[config.mk]
export PLATFORM = sky130hd
export DESIGN_NAME = l2_controller_flat
export DESIGN_NICKNAME = d
export VERILOG_FILES = /design/src/common/l2_pkg.sv /design/src/common/line_access_if.sv /design/src/l2_cache/l2_controller.sv /design/src/flat_wrapper.sv
export VERILOG_INCLUDE_DIRS = /design/src /design/src/common
export SDC_FILE = /design/constraint.sdc
export NUM_CORES = 1
export LEC_CHECK = 0
export BUFFER_PORTS_ARGS = -buffer_cell sky130_fd_sc_hd__clkbuf_2
export CAP_MARGIN = 20
export CELL_PAD_IN_SITES_DETAIL_PLACEMENT = 0
export CELL_PAD_IN_SITES_GLOBAL_PLACEMENT = 1
export CORE_AREA = 2 2 155 157
export DETAILED_ROUTE_END_ITERATION = 8
export DIE_AREA = 0 0 157 159
export HOLD_SLACK_MARGIN = 0.12
export PLACE_DENSITY_LB_ADDON = 0.1
export SYNTH_ARGS = -nofsm -noshare
export SYNTH_HDL_FRONTEND = slang
export SYNTH_SLANG_ARGS = --single-unit
[constraint.sdc]
create_clock -name CLK -period 3.2 [get_ports CLK]
set_clock_uncertainty 0.2 [all_clocks]
set_input_delay 0.64 -clock CLK [delete_from_list [all_inputs] [get_ports CLK]]
set_output_delay 0.64 -clock CLK [all_outputs]
set_load 0.01 [all_outputs]
[src/common/l2_macros.svh]
// ~~~~~~~~~~~~~~~~~~~~~~~~~~~~~~~~~~~~~~~~~~~~~~~~~~~~~~~~~~~~~~~~~~~~~~~~~~~~
// L2 cache geometry and bus widths
// Four ways, 32 sets, 64-byte lines of eight 64-bit beats
// ~~~~~~~~~~~~~~~~~~~~~~~~~~~~~~~~~~~~~~~~~~~~~~~~~~~~~~~~~~~~~~~~~~~~~~~~~~~~
`ifndef L2_MACROS_SVH
`define L2_MACROS_SVH

// Bus widths
`define L2_ADDR_W 32
`define L2_BEAT_W 64

// Associativity and way index width
`define L2_WAYS 4
`define L2_WAY_W 2

// Sets and beats per line
`define L2_SETS 32
`define L2_LINE_BEATS 8
`define L2_BEAT_IDX_W 3

// Address fields: | tag | index | beat | byte |
`define L2_BEAT_LSB 3
`define L2_INDEX_LSB (`L2_BEAT_LSB + `L2_BEAT_IDX_W)
`define L2_INDEX_W 5
`define L2_TAG_W (`L2_ADDR_W - `L2_INDEX_LSB - `L2_INDEX_W)

`endif
[src/common/l2_pkg.sv]
// ~~~~~~~~~~~~~~~~~~~~~~~~~~~~~~~~~~~~~~~~~~~~~~~~~~~~~~~~~~~~~~~~~~~~~~~~~~~~
// L2 cache shared types
// Controller states and AXI burst encodings
// ~~~~~~~~~~~~~~~~~~~~~~~~~~~~~~~~~~~~~~~~~~~~~~~~~~~~~~~~~~~~~~~~~~~~~~~~~~~~
package l2_pkg;

	// Cache controller FSM
	typedef enum logic [2:0] {
		// Waiting for a client request or a fence
		IDLE    = 3'd0,
		// Tag compare on the latched address
		LOOKUP  = 3'd1,
		// Line fill from memory
		REFILL  = 3'd2,
		// Beats streamed to the client
		RESPOND = 3'd3,
		// One cycle of valid-bit clear
		FENCE   = 3'd4
	} l2_state_e;

	// AXI burst type, same encoding as ARBURST
	typedef enum logic [1:0] {
		FIXED = 2'b00,
		INCR  = 2'b01,
		WRAP  = 2'b10
	} burst_e;

endpackage

[src/common/line_access_if.sv]
// ~~~~~~~~~~~~~~~~~~~~~~~~~~~~~~~~~~~~~~~~~~~~~~~~~~~~~~~~~~~~~~~~~~~~~~~~~~~~
// Controller to line store link
// Lookup, way allocation, beat read and refill beat write
// ~~~~~~~~~~~~~~~~~~~~~~~~~~~~~~~~~~~~~~~~~~~~~~~~~~~~~~~~~~~~~~~~~~~~~~~~~~~~
`timescale 1ns/1ns
`include "l2_macros.svh"

interface line_access_if import l2_pkg::*; ();

	// Controller state, seen by the store checks
	l2_state_e state;
	// Address under test, also gives set and tag for fills
	logic [`L2_ADDR_W-1:0] lookup_addr;
	// Claim the victim way for the current address
	logic alloc;
	// Read one beat, data one cycle later
	logic beat_rd;
	logic [`L2_BEAT_IDX_W-1:0] beat_sel;
	// Refill beat into the allocated way
	logic fill_we;
	logic [`L2_BEAT_W-1:0] fill_data;
	// Invalidate the whole cache
	logic flush;
	// Store results
	logic hit;
	logic [`L2_WAYS-1:0] hit_way;
	logic [`L2_BEAT_W-1:0] beat_data;

	modport ctrl (
		output state, lookup_addr, alloc, beat_rd, beat_sel, fill_we, fill_data, flush,
		input hit, hit_way, beat_data
	);

	modport store (
		input state, lookup_addr, alloc, beat_rd, beat_sel, fill_we, fill_data, flush,
		output hit, hit_way, beat_data
	);

endinterface

[src/l2_cache/l2_controller.sv]
// ~~~~~~~~~~~~~~~~~~~~~~~~~~~~~~~~~~~~~~~~~~~~~~~~~~~~~~~~~~~~~~~~~~~~~~~~~~~~
// L2 cache controller
// Sequences lookup, allocation, line refill and the client response
// ~~~~~~~~~~~~~~~~~~~~~~~~~~~~~~~~~~~~~~~~~~~~~~~~~~~~~~~~~~~~~~~~~~~~~~~~~~~~
`timescale 1ns/1ns
`include "l2_macros.svh"

module l2_controller import l2_pkg::*; (
	input  logic CLK,
	input  logic rst_n,
	input  logic fence,
	input  logic [`L2_ADDR_W-1:0] l1_araddr,
	input  logic [7:0] l1_arlen,
	input  logic [1:0] l1_arburst,
	input  logic l1_arvalid,
	output logic l1_arready,
	output logic [`L2_BEAT_W-1:0] l1_rdata,
	output logic [1:0] l1_rresp,
	output logic l1_rlast,
	output logic l1_rvalid,
	input  logic l1_rready,
	output logic [`L2_ADDR_W-1:0] mem_araddr,
	output logic [7:0] mem_arlen,
	output logic [1:0] mem_arburst,
	output logic mem_arvalid,
	input  logic mem_arready,
	input  logic [`L2_BEAT_W-1:0] mem_rdata,
	input  logic [1:0] mem_rresp,
	input  logic mem_rlast,
	input  logic mem_rvalid,
	output logic mem_rready,
	line_access_if.ctrl line
);

	l2_state_e state_q;
	l2_state_e state_d;

	// Latched client request
	logic [`L2_ADDR_W-1:0] req_addr_q;
	logic [7:0] req_len_q;
	burst_e req_burst_q;

	// Response side: beats loaded so far, beat index last read
	logic [7:0] rsp_cnt_q;
	logic [`L2_BEAT_IDX_W-1:0] rd_beat_q;
	logic [`L2_BEAT_IDX_W-1:0] next_beat;
	logic inflight_q;
	logic rvalid_q;
	logic rlast_q;
	logic [`L2_BEAT_W-1:0] rdata_q;

	// Refill side
	logic [`L2_BEAT_IDX_W-1:0] refill_cnt_q;
	logic mem_arvalid_q;
	logic fence_pend_q;

	logic lookup_hit;
	logic lookup_miss;
	logic out_load;
	logic more_beats;
	logic mem_beat;
	logic l1_done;
	logic [8:0] burst_end;

	assign lookup_hit = (state_q == LOOKUP) && line.hit;
	assign lookup_miss = (state_q == LOOKUP) && !line.hit;
	assign mem_beat = mem_rvalid && mem_rready;
	assign l1_done = rvalid_q && l1_rready && rlast_q;

	// Output slot free or draining this cycle, and a beat waiting in the store
	assign out_load = (state_q == RESPOND) && inflight_q && (!rvalid_q || l1_rready);
	assign more_beats = (rsp_cnt_q != req_len_q);

	// FIXED repeats the start beat, INCR and WRAP step inside the line
	assign next_beat = (req_burst_q == FIXED) ? rd_beat_q : rd_beat_q + 1'b1;

	always_comb begin
		state_d = state_q;
		case (state_q)
			IDLE: begin
				if (fence_pend_q) begin
					state_d = FENCE;
				end else if (l1_arvalid) begin
					state_d = LOOKUP;
				end
			end
			LOOKUP: begin
				state_d = line.hit ? RESPOND : REFILL;
			end
			REFILL: begin
				// Tags again once the last beat is in
				if (mem_beat && mem_rlast) begin
					state_d = LOOKUP;
				end
			end
			RESPOND: begin
				if (l1_done) begin
					state_d = IDLE;
				end
			end
			default: begin
				state_d = IDLE;
			end
		endcase
	end

	always_ff @(posedge CLK) begin
		if (!rst_n) begin
			state_q <= IDLE;
			fence_pend_q <= 1'b0;
			mem_arvalid_q <= 1'b0;
			refill_cnt_q <= '0;
			rsp_cnt_q <= '0;
			rd_beat_q <= '0;
			inflight_q <= 1'b0;
			rvalid_q <= 1'b0;
			rlast_q <= 1'b0;
		end else begin
			state_q <= state_d;
			// Fence waits for the next idle slot
			if (fence) begin
				fence_pend_q <= 1'b1;
			end else if (state_q == FENCE) begin
				fence_pend_q <= 1'b0;
			end
			// Refill request, held until memory takes it
			if (lookup_miss) begin
				mem_arvalid_q <= 1'b1;
			end else if (mem_arready) begin
				mem_arvalid_q <= 1'b0;
			end
			if (lookup_miss) begin
				refill_cnt_q <= '0;
			end else if (mem_beat) begin
				refill_cnt_q <= refill_cnt_q + 1'b1;
			end
			if (lookup_hit) begin
				rsp_cnt_q <= '0;
			end else if (out_load) begin
				rsp_cnt_q <= rsp_cnt_q + 1'b1;
			end
			if (line.beat_rd) begin
				rd_beat_q <= line.beat_sel;
			end
			// One beat in flight between store and output slot
			if (line.beat_rd) begin
				inflight_q <= 1'b1;
			end else if (out_load) begin
				inflight_q <= 1'b0;
			end
			if (out_load) begin
				rvalid_q <= 1'b1;
				rlast_q <= !more_beats;
			end else if (rvalid_q && l1_rready) begin
				rvalid_q <= 1'b0;
				rlast_q <= 1'b0;
			end
		end
	end

	// Request and data payload
	always_ff @(posedge CLK) begin
		if (state_q == IDLE && !fence_pend_q && l1_arvalid) begin
			req_addr_q <= l1_araddr;
			req_len_q <= l1_arlen;
			req_burst_q <= burst_e'(l1_arburst);
		end
		if (out_load) begin
			rdata_q <= line.beat_data;
		end
	end

	// Store side
	assign line.state = state_q;
	assign line.lookup_addr = req_addr_q;
	assign line.alloc = lookup_miss;
	assign line.beat_rd = lookup_hit || (out_load && more_beats);
	assign line.beat_sel = (state_q == REFILL) ? refill_cnt_q :
		(state_q == LOOKUP) ? req_addr_q[`L2_BEAT_LSB +: `L2_BEAT_IDX_W] : next_beat;
	assign line.fill_we = (state_q == REFILL) && mem_beat;
	assign line.fill_data = mem_rdata;
	assign line.flush = (state_q == FENCE);

	// Client channel, always OKAY
	assign l1_arready = lookup_hit;
	assign l1_rdata = rdata_q;
	assign l1_rresp = 2'b00;
	assign l1_rlast = rlast_q;
	assign l1_rvalid = rvalid_q;

	// Memory channel, whole line starting at beat 0
	assign mem_araddr = {req_addr_q[`L2_ADDR_W-1:`L2_INDEX_LSB], {(`L2_INDEX_LSB){1'b0}}};
	assign mem_arlen = 8'(`L2_LINE_BEATS - 1);
	assign mem_arburst = INCR;
	assign mem_arvalid = mem_arvalid_q;
	assign mem_rready = (state_q == REFILL);

	// Last beat index of the incoming burst
	assign burst_end = {6'd0, l1_araddr[`L2_BEAT_LSB +: `L2_BEAT_IDX_W]} + {1'b0, l1_arlen};

	a_mem_ar_hold: assert property (@(posedge CLK) disable iff (!rst_n)
		mem_arvalid && !mem_arready |=> mem_arvalid);

	a_rlast_with_rvalid: assert property (@(posedge CLK) disable iff (!rst_n)
		l1_rlast |-> l1_rvalid);

	a_burst_in_line: assert property (@(posedge CLK) disable iff (!rst_n)
		state_q == IDLE && l1_arvalid && l1_arburst == INCR
		|-> burst_end < 9'(`L2_LINE_BEATS));

	// Memory is expected to answer OKAY on every fill beat
	a_mem_okay: assert property (@(posedge CLK) disable iff (!rst_n)
		line.fill_we |-> mem_rresp == 2'b00);

endmodule

[src/flat_wrapper.sv]
// flat-port wrapper written by rule: the top's interface ports become plain ports
module l2_controller_flat import l2_pkg::*;
  (CLK, rst_n, fence, l1_araddr, l1_arlen, l1_arburst, l1_arvalid, l1_arready, l1_rdata, l1_rresp, l1_rlast, l1_rvalid, l1_rready, mem_araddr, mem_arlen, mem_arburst, mem_arvalid, mem_arready, mem_rdata, mem_rresp, mem_rlast, mem_rvalid, mem_rready, line_state, line_lookup_addr, line_alloc, line_beat_rd, line_beat_sel, line_fill_we, line_fill_data, line_flush, line_hit, line_hit_way, line_beat_data);
  line_access_if line_i ();
  input  logic CLK;
  input  logic rst_n;
  input  logic fence;
  input  logic [`L2_ADDR_W-1:0] l1_araddr;
  input  logic [7:0] l1_arlen;
  input  logic [1:0] l1_arburst;
  input  logic l1_arvalid;
  output logic l1_arready;
  output logic [`L2_BEAT_W-1:0] l1_rdata;
  output logic [1:0] l1_rresp;
  output logic l1_rlast;
  output logic l1_rvalid;
  input  logic l1_rready;
  output logic [`L2_ADDR_W-1:0] mem_araddr;
  output logic [7:0] mem_arlen;
  output logic [1:0] mem_arburst;
  output logic mem_arvalid;
  input  logic mem_arready;
  input  logic [`L2_BEAT_W-1:0] mem_rdata;
  input  logic [1:0] mem_rresp;
  input  logic mem_rlast;
  input  logic mem_rvalid;
  output logic mem_rready;
  output wire logic [$bits(line_i.state)-1:0] line_state;
  output wire logic [$bits(line_i.lookup_addr)-1:0] line_lookup_addr;
  output wire logic [$bits(line_i.alloc)-1:0] line_alloc;
  output wire logic [$bits(line_i.beat_rd)-1:0] line_beat_rd;
  output wire logic [$bits(line_i.beat_sel)-1:0] line_beat_sel;
  output wire logic [$bits(line_i.fill_we)-1:0] line_fill_we;
  output wire logic [$bits(line_i.fill_data)-1:0] line_fill_data;
  output wire logic [$bits(line_i.flush)-1:0] line_flush;
  input wire logic [$bits(line_i.hit)-1:0] line_hit;
  input wire logic [$bits(line_i.hit_way)-1:0] line_hit_way;
  input wire logic [$bits(line_i.beat_data)-1:0] line_beat_data;
  assign line_state = line_i.state;
  assign line_lookup_addr = line_i.lookup_addr;
  assign line_alloc = line_i.alloc;
  assign line_beat_rd = line_i.beat_rd;
  assign line_beat_sel = line_i.beat_sel;
  assign line_fill_we = line_i.fill_we;
  assign line_fill_data = line_i.fill_data;
  assign line_flush = line_i.flush;
  assign line_i.hit = line_hit;
  assign line_i.hit_way = line_hit_way;
  assign line_i.beat_data = line_beat_data;
  l2_controller u_core (.CLK(CLK), .rst_n(rst_n), .fence(fence), .l1_araddr(l1_araddr), .l1_arlen(l1_arlen), .l1_arburst(l1_arburst), .l1_arvalid(l1_arvalid), .l1_arready(l1_arready), .l1_rdata(l1_rdata), .l1_rresp(l1_rresp), .l1_rlast(l1_rlast), .l1_rvalid(l1_rvalid), .l1_rready(l1_rready), .mem_araddr(mem_araddr), .mem_arlen(mem_arlen), .mem_arburst(mem_arburst), .mem_arvalid(mem_arvalid), .mem_arready(mem_arready), .mem_rdata(mem_rdata), .mem_rresp(mem_rresp), .mem_rlast(mem_rlast), .mem_rvalid(mem_rvalid), .mem_rready(mem_rready), .line(line_i));
endmodule
==> results.toml, run 1 <==
[worst_setup_path]
endpoint_kind = "output pin"
cp_slowest_cell = "dfxtp_1"
path_class = "register to output pin"
crit_buf_inv = 1
crit_chain = "or3b_1, o311a_1, o31ai_4, clkbuf_2"
cp_max_fo = 12
critPathMaxStageDelay_ns = 0.54
critPathTopFamily = "flip-flops"
critical_path_arrival_ns = 2.13
critPathLaunchType = "register"
worstPathRequired_ns = 2.36

[routing]
drt_iter0_drc = 153
antenna_left = 0
avgRoutedWirePerCell_um = 14.6
vias_per_cell = 3.74
vias = 3270
drc = 0
firstDrtPassIters = 4
wirelength_mm = 12.8

[cts]
numCtsBuffers = 17
path_clk_slew_ns = 0.06
cts.sinks = 128
clock_latency_ns = 0.41
cts-root-buf = "clkbuf_16"
cts_tree = "yes"
clk_path_buf_depth = 2
post_cts_buffers = 0
htreeDepth = 4
holdBufCountCts = 0

[global_routing]
track_usage_pct = 9.87
grt_max_degree = 72
gr-total-overflow = 0
antenna_found_initial = 0
grt_first_pass_wirelength_mm = 18.6
grt_pass1_vias = 3229

[synthesis]
synth.distinct_cells = 41
synthTopCellsByCount = "108 x buf_4, 106 x edfxtp_1, 22 x dfxtp_1, 19 x nand2_1, 16 x nor2_1"
avgSynthCellArea_um2 = 14.3
synthFlopType = "edfxtp_1"
synth-async-reset-ratio_pct = 0
synth.top_cell.area_share_pct = 60.8
yosysMostFrequentCell = "buf_4"
yosys_register_bits = 128
syn_area_mm2 = 0.00523
yosysWarnings = 0
synth_area_leaders = "edfxtp_1 61%, buf_4 15%, dfxtp_1 8.4%"
synthCells = 367
synth_top_cell_by_area = "edfxtp_1"
synth-edff-count = 106
ys_seq_area_share_pct = 69.2

[sta]
final_hold_viol_count = 0
timing.final.ws_setup_ns = 0.225
tightest_slew_ns = 0.926
period_needed_ns = 2.97
fin_crit_sh_pct = 93.0
rsz0062_at_grt = "no"
setup_tns_ns = 0
setup_viol = 0
fmax_mhz = 336
hold_slack_ns = 0.201
slew_violations = 0
slew_headroom_pct = 38.3

[cells_and_area]
n_antenna_cell = 0
drive_gt1_share_pct = 52.3
stdcell_count = 875
area_growth_pct = 29.5
fin_nets = 731

[placement]
dp.cells = 843
gp_congestion = 0.705
io_buffers = 251
pre_cts_slack_ns = 0.559
dp_hpwl_mm = 9.63

[die]
die_h_um = 159
initial_core_util_pct = 22.6
rows = 56
core_mm2 = 0.0232
die-area_mm2 = 0.0250
boundaryPins = 404
dieWidth_um = 157

[power]
leakagePower_nw = 2.86
peakVddDrop_mv = 0.270
power.density_mw_per_mm2 = 665

[status]
outcome = "finished, final reports clean"

[run]
maxCapViolCount = 0

[min_path]
hp-class = "input port to register"
layout make-up:
type | count | area, um2
Clock inverter | 14 | 228
Clock buffer | 18 | 429
Fill cell | 2402 | 16400
Timing Repair Buffer | 255 | 1290
Tap cell | 319 | 399
Multi-Input combinational cell | 133 | 782
Sequential cell | 128 | 3620
Inverter | 8 | 30.0
worst paths after layout:
| path | cells past startpoint | end | slack (ns) | from |
|---|---|---|---|---|
| max | 4 | line_beat_sel[1] | 0.23 | u_core.line.state[0]$_SDFFE_PN0P_ |
| max reg2reg | 7 | u_core.rsp_cnt_q[6]$_SDFFE_PP0P_ | 0.76 | u_core.line.state[0]$_SDFFE_PN0P_ |
| min reg2reg | 2 | u_core.line.state[2]$_SDFFE_PN0P_ | 0.27 | u_core.fence_pend_q$_SDFFE_PN0P_ |
| min | 1 | u_core.line.lookup_addr[15]$_DFFE_PP_ | 0.20 | l1_araddr[15] |
power by group:
group          internal (mW)  switching (mW)  total [mW]
Sequential              1.89          0.0509        1.94
Combinational          0.169           0.224       0.393
Clock                   1.40           0.771        2.17
Total                   3.46            1.05        4.51
flip-flops by register name, summed over array words and instances, names as in the netlist:
signal and cells:
u_core.l1_rlast 1, u_core.refill_cnt_q 3, u_core.rd_beat_q 3, u_core.req_len_q 8
u_core.line.lookup_addr 32, u_core.l1_rvalid 1, u_core.l1_rdata 64, u_core.req_burst_q 2
u_core.mem_arvalid 1, u_core.line.state 3, u_core.rsp_cnt_q 8, u_core.fence_pend_q 1
u_core.inflight_q 1
per-layer routing:
metal	GRT usage, %	vias up	part of all wire (%)
met2	15.4	237	46
met3	6.59	8	15
met1	10.7	1508	38
met4	3.21	0	1.1
li1	-	1517	-
met5	0	-	0
cell families after synthesis:
kind of cell,Yosys count,synth area share (%)
other,2,0.143
flip-flops,128,69.2
adder cells (fa/ha/maj),3,0.717
buffers and inverters,122,17.0
AO/OA/AOI/OAI,30,3.83
AND/OR/NAND/NOR,65,6.24
XOR/XNOR,17,2.84
stage by stage:
stage          utilization, %  total power, mW  area (um2)
2_1_floorplan               -             2.31        5290
3_3_place_gp             26.4             2.38        6120
3_5_place_dp             26.4             2.38        6120
4_1_cts                  29.2             4.60        6780
5_1_grt                  29.2             4.72        6780
6_report                 29.2             4.51        6780
layout by cell type, fill, tap and decap left out, types with 7 or more instances in the layout:
cell | synthesis | final
nand2_1 | 19 | 19
xnor2_1 | 11 | 11
a21oi_1 | 10 | 10
inv_1 | 7 | 7
edfxtp_1 | 106 | 106
clkbuf_16 | 0 | 17
nor2_1 | 16 | 16
dfxtp_1 | 22 | 22
clkbuf_2 | 0 | 251
conb_1 | 2 | 18
repair_timing:
| item | in CTS | in global routing |
|---|---|---|
| setup endpoints to repair | 0 | 1 |
| gates resized for setup | 0 | 1 |
| endpoints found under the hold margin | 0 | 0 |
Note: power is estimated with default switching activity, not from simulation.
==> inputs of run 2 (changes only) <==
CAP_MARGIN = not set   (was 20)
clock period = 2.8 ns   (was 3.2 ns; I/O delays follow)
==> results.toml, run 2 (synthesis results as in run 1) <==
[cells_and_area]
layout_commonest_cell = "clkbuf_2"
num-fill-cells = 2320
stdcell_count = 980
fin_area_mm2 = 0.00782
drive_gt1_share_pct = 45.1
final_core_util_pct = 33.7
final_cell_mix = "251 x clkbuf_2, 106 x edfxtp_1, 103 x dlygate4sd3_1"
area_growth_pct = 49.4
n_antenna_cell = 0
largest_reg_flops = 64
fin_nets = 836

[placement]
pre_cts_slack_ns = 0.437
gp_congestion = 0.738
dp.cells = 845
placed_area_mm2 = 0.00616
dp_hpwl_mm = 9.36
io_buffers = 251

[global_routing]
grt_max_degree = 72
met1_usage_pct = 11.7
met3_usage_pct = 4.63
gr-usage-met2_pct = 16.9
busiest_layer = "met2"
grt_first_pass_wirelength_mm = 19.8
track_usage_pct = 10.3
grt_pass1_vias = 3800
gr-total-overflow = 0
antenna_found_initial = 0

[die]
rows = 56
die_h_um = 159
boundaryPins = 404
core_mm2 = 0.0232
dieWidth_um = 157
die-area_mm2 = 0.0250
initial_core_util_pct = 22.6

[routing]
wirelength_mm = 13.1
drt_iter0_drc = 118
drc = 0
antenna_left = 0
firstDrtPassIters = 4
vias = 3669
avgRoutedWirePerCell_um = 13.3
vias_per_cell = 3.74

[worst_setup_path]
path_class = "register to output pin"
timing.rr.start = "u_core.line.state[0]$_SDFFE_PN0P_"
critical_path_arrival_ns = 1.87
worstPathRequired_ns = 2.04
crit_start = "u_core.line.state[2]$_SDFFE_PN0P_"
endpoint_kind = "output pin"
critPathLaunchType = "register"
cp_max_fo = 11

[sta]
rsz0062_at_grt = "no"
timing.final.ws_setup_ns = 0.174
hold_slack_ns = 0.150
period_needed_ns = 2.63
fmax_mhz = 381
setup_tns_ns = 0
slew_violations = 0
setup_viol = 0
fin_crit_sh_pct = 93.8
final_hold_viol_count = 0

[power]
leakagePower_nw = 3.29
power_mw = 5.09
peakVddDrop_mv = 0.301
power.density_mw_per_mm2 = 652

[cts]
cts_tree = "yes"
cts.sinks = 128
numCtsBuffers = 17
clock_latency_ns = 0.41
cts-root-buf = "clkbuf_16"
htreeDepth = 4
clk_path_buf_depth = 2
path_clk_slew_ns = 0.06

[status]
outcome = "finished, final reports clean"

[min_path]
hp-start = "l1_arlen[6]"
hp-class = "input port to register"

[run]
maxCapViolCount = 0
-- run 2: changes by cell type in the layout (fill, tap and decap cells not counted), sizes merged --
cell,delta
dlygate4sd3,+103
clkinv,+5
buf,+2
bufinv,-2
inv,-2
clkbuf,-1
-- run 2: layout make-up --
class | count | area (um2) | share of cell area, %
Clock buffer | 17 | 425 | 5.44
Clock inverter | 15 | 185 | 2.37
Tap cell | 319 | 399 | 5.11
Sequential cell | 128 | 3630 | 46.4
Multi-Input combinational cell | 133 | 792 | 10.1
Timing Repair Buffer | 360 | 2360 | 30.2
Inverter | 8 | 32.5 | 0.416
-- run 2: power by group --
part           switching [mW]  total, mW  internal, mW  leakage (nW)
registers              0.0544       2.22          2.16          1.15
clock network           0.875       2.29          1.41         0.299
logic                   0.284      0.587         0.302          1.84
-- run 2: per-layer routing --
layer / vias to the layer above / wire length [um]
li1: 1730 / -
met5: - / 0
met2: 239 / 6150
met4: 0 / 133
met1: 1687 / 5250
met3: 13 / 1520
-- run 2: worst paths after layout --
path	to	slack, ns	depth (start not counted)
max	line_beat_sel[1]	0.17	4
min	u_core.req_len_q[6]$_DFFE_PP_	0.15	1
max reg2reg	u_core.rsp_cnt_q[4]$_SDFFE_PP0P_	0.85	8
min reg2reg	u_core.refill_cnt_q[1]$_SDFFE_PP0P_	0.28	2
-- run 2: timing repair --
action	in CTS	in global routing
resized for setup	1	4
endpoints found under the setup margin	1	4
hold buffers	101	2
endpoints found under the hold margin	101	2
setup buffers	0	0
-- run 2: worst max-delay path, stage by stage, from the launching register on --
cell and delay (ns):
dfxtp_1 0.40, or3b_4 0.45, o311a_1 0.17, o31ai_4 0.26, clkbuf_2 0.18
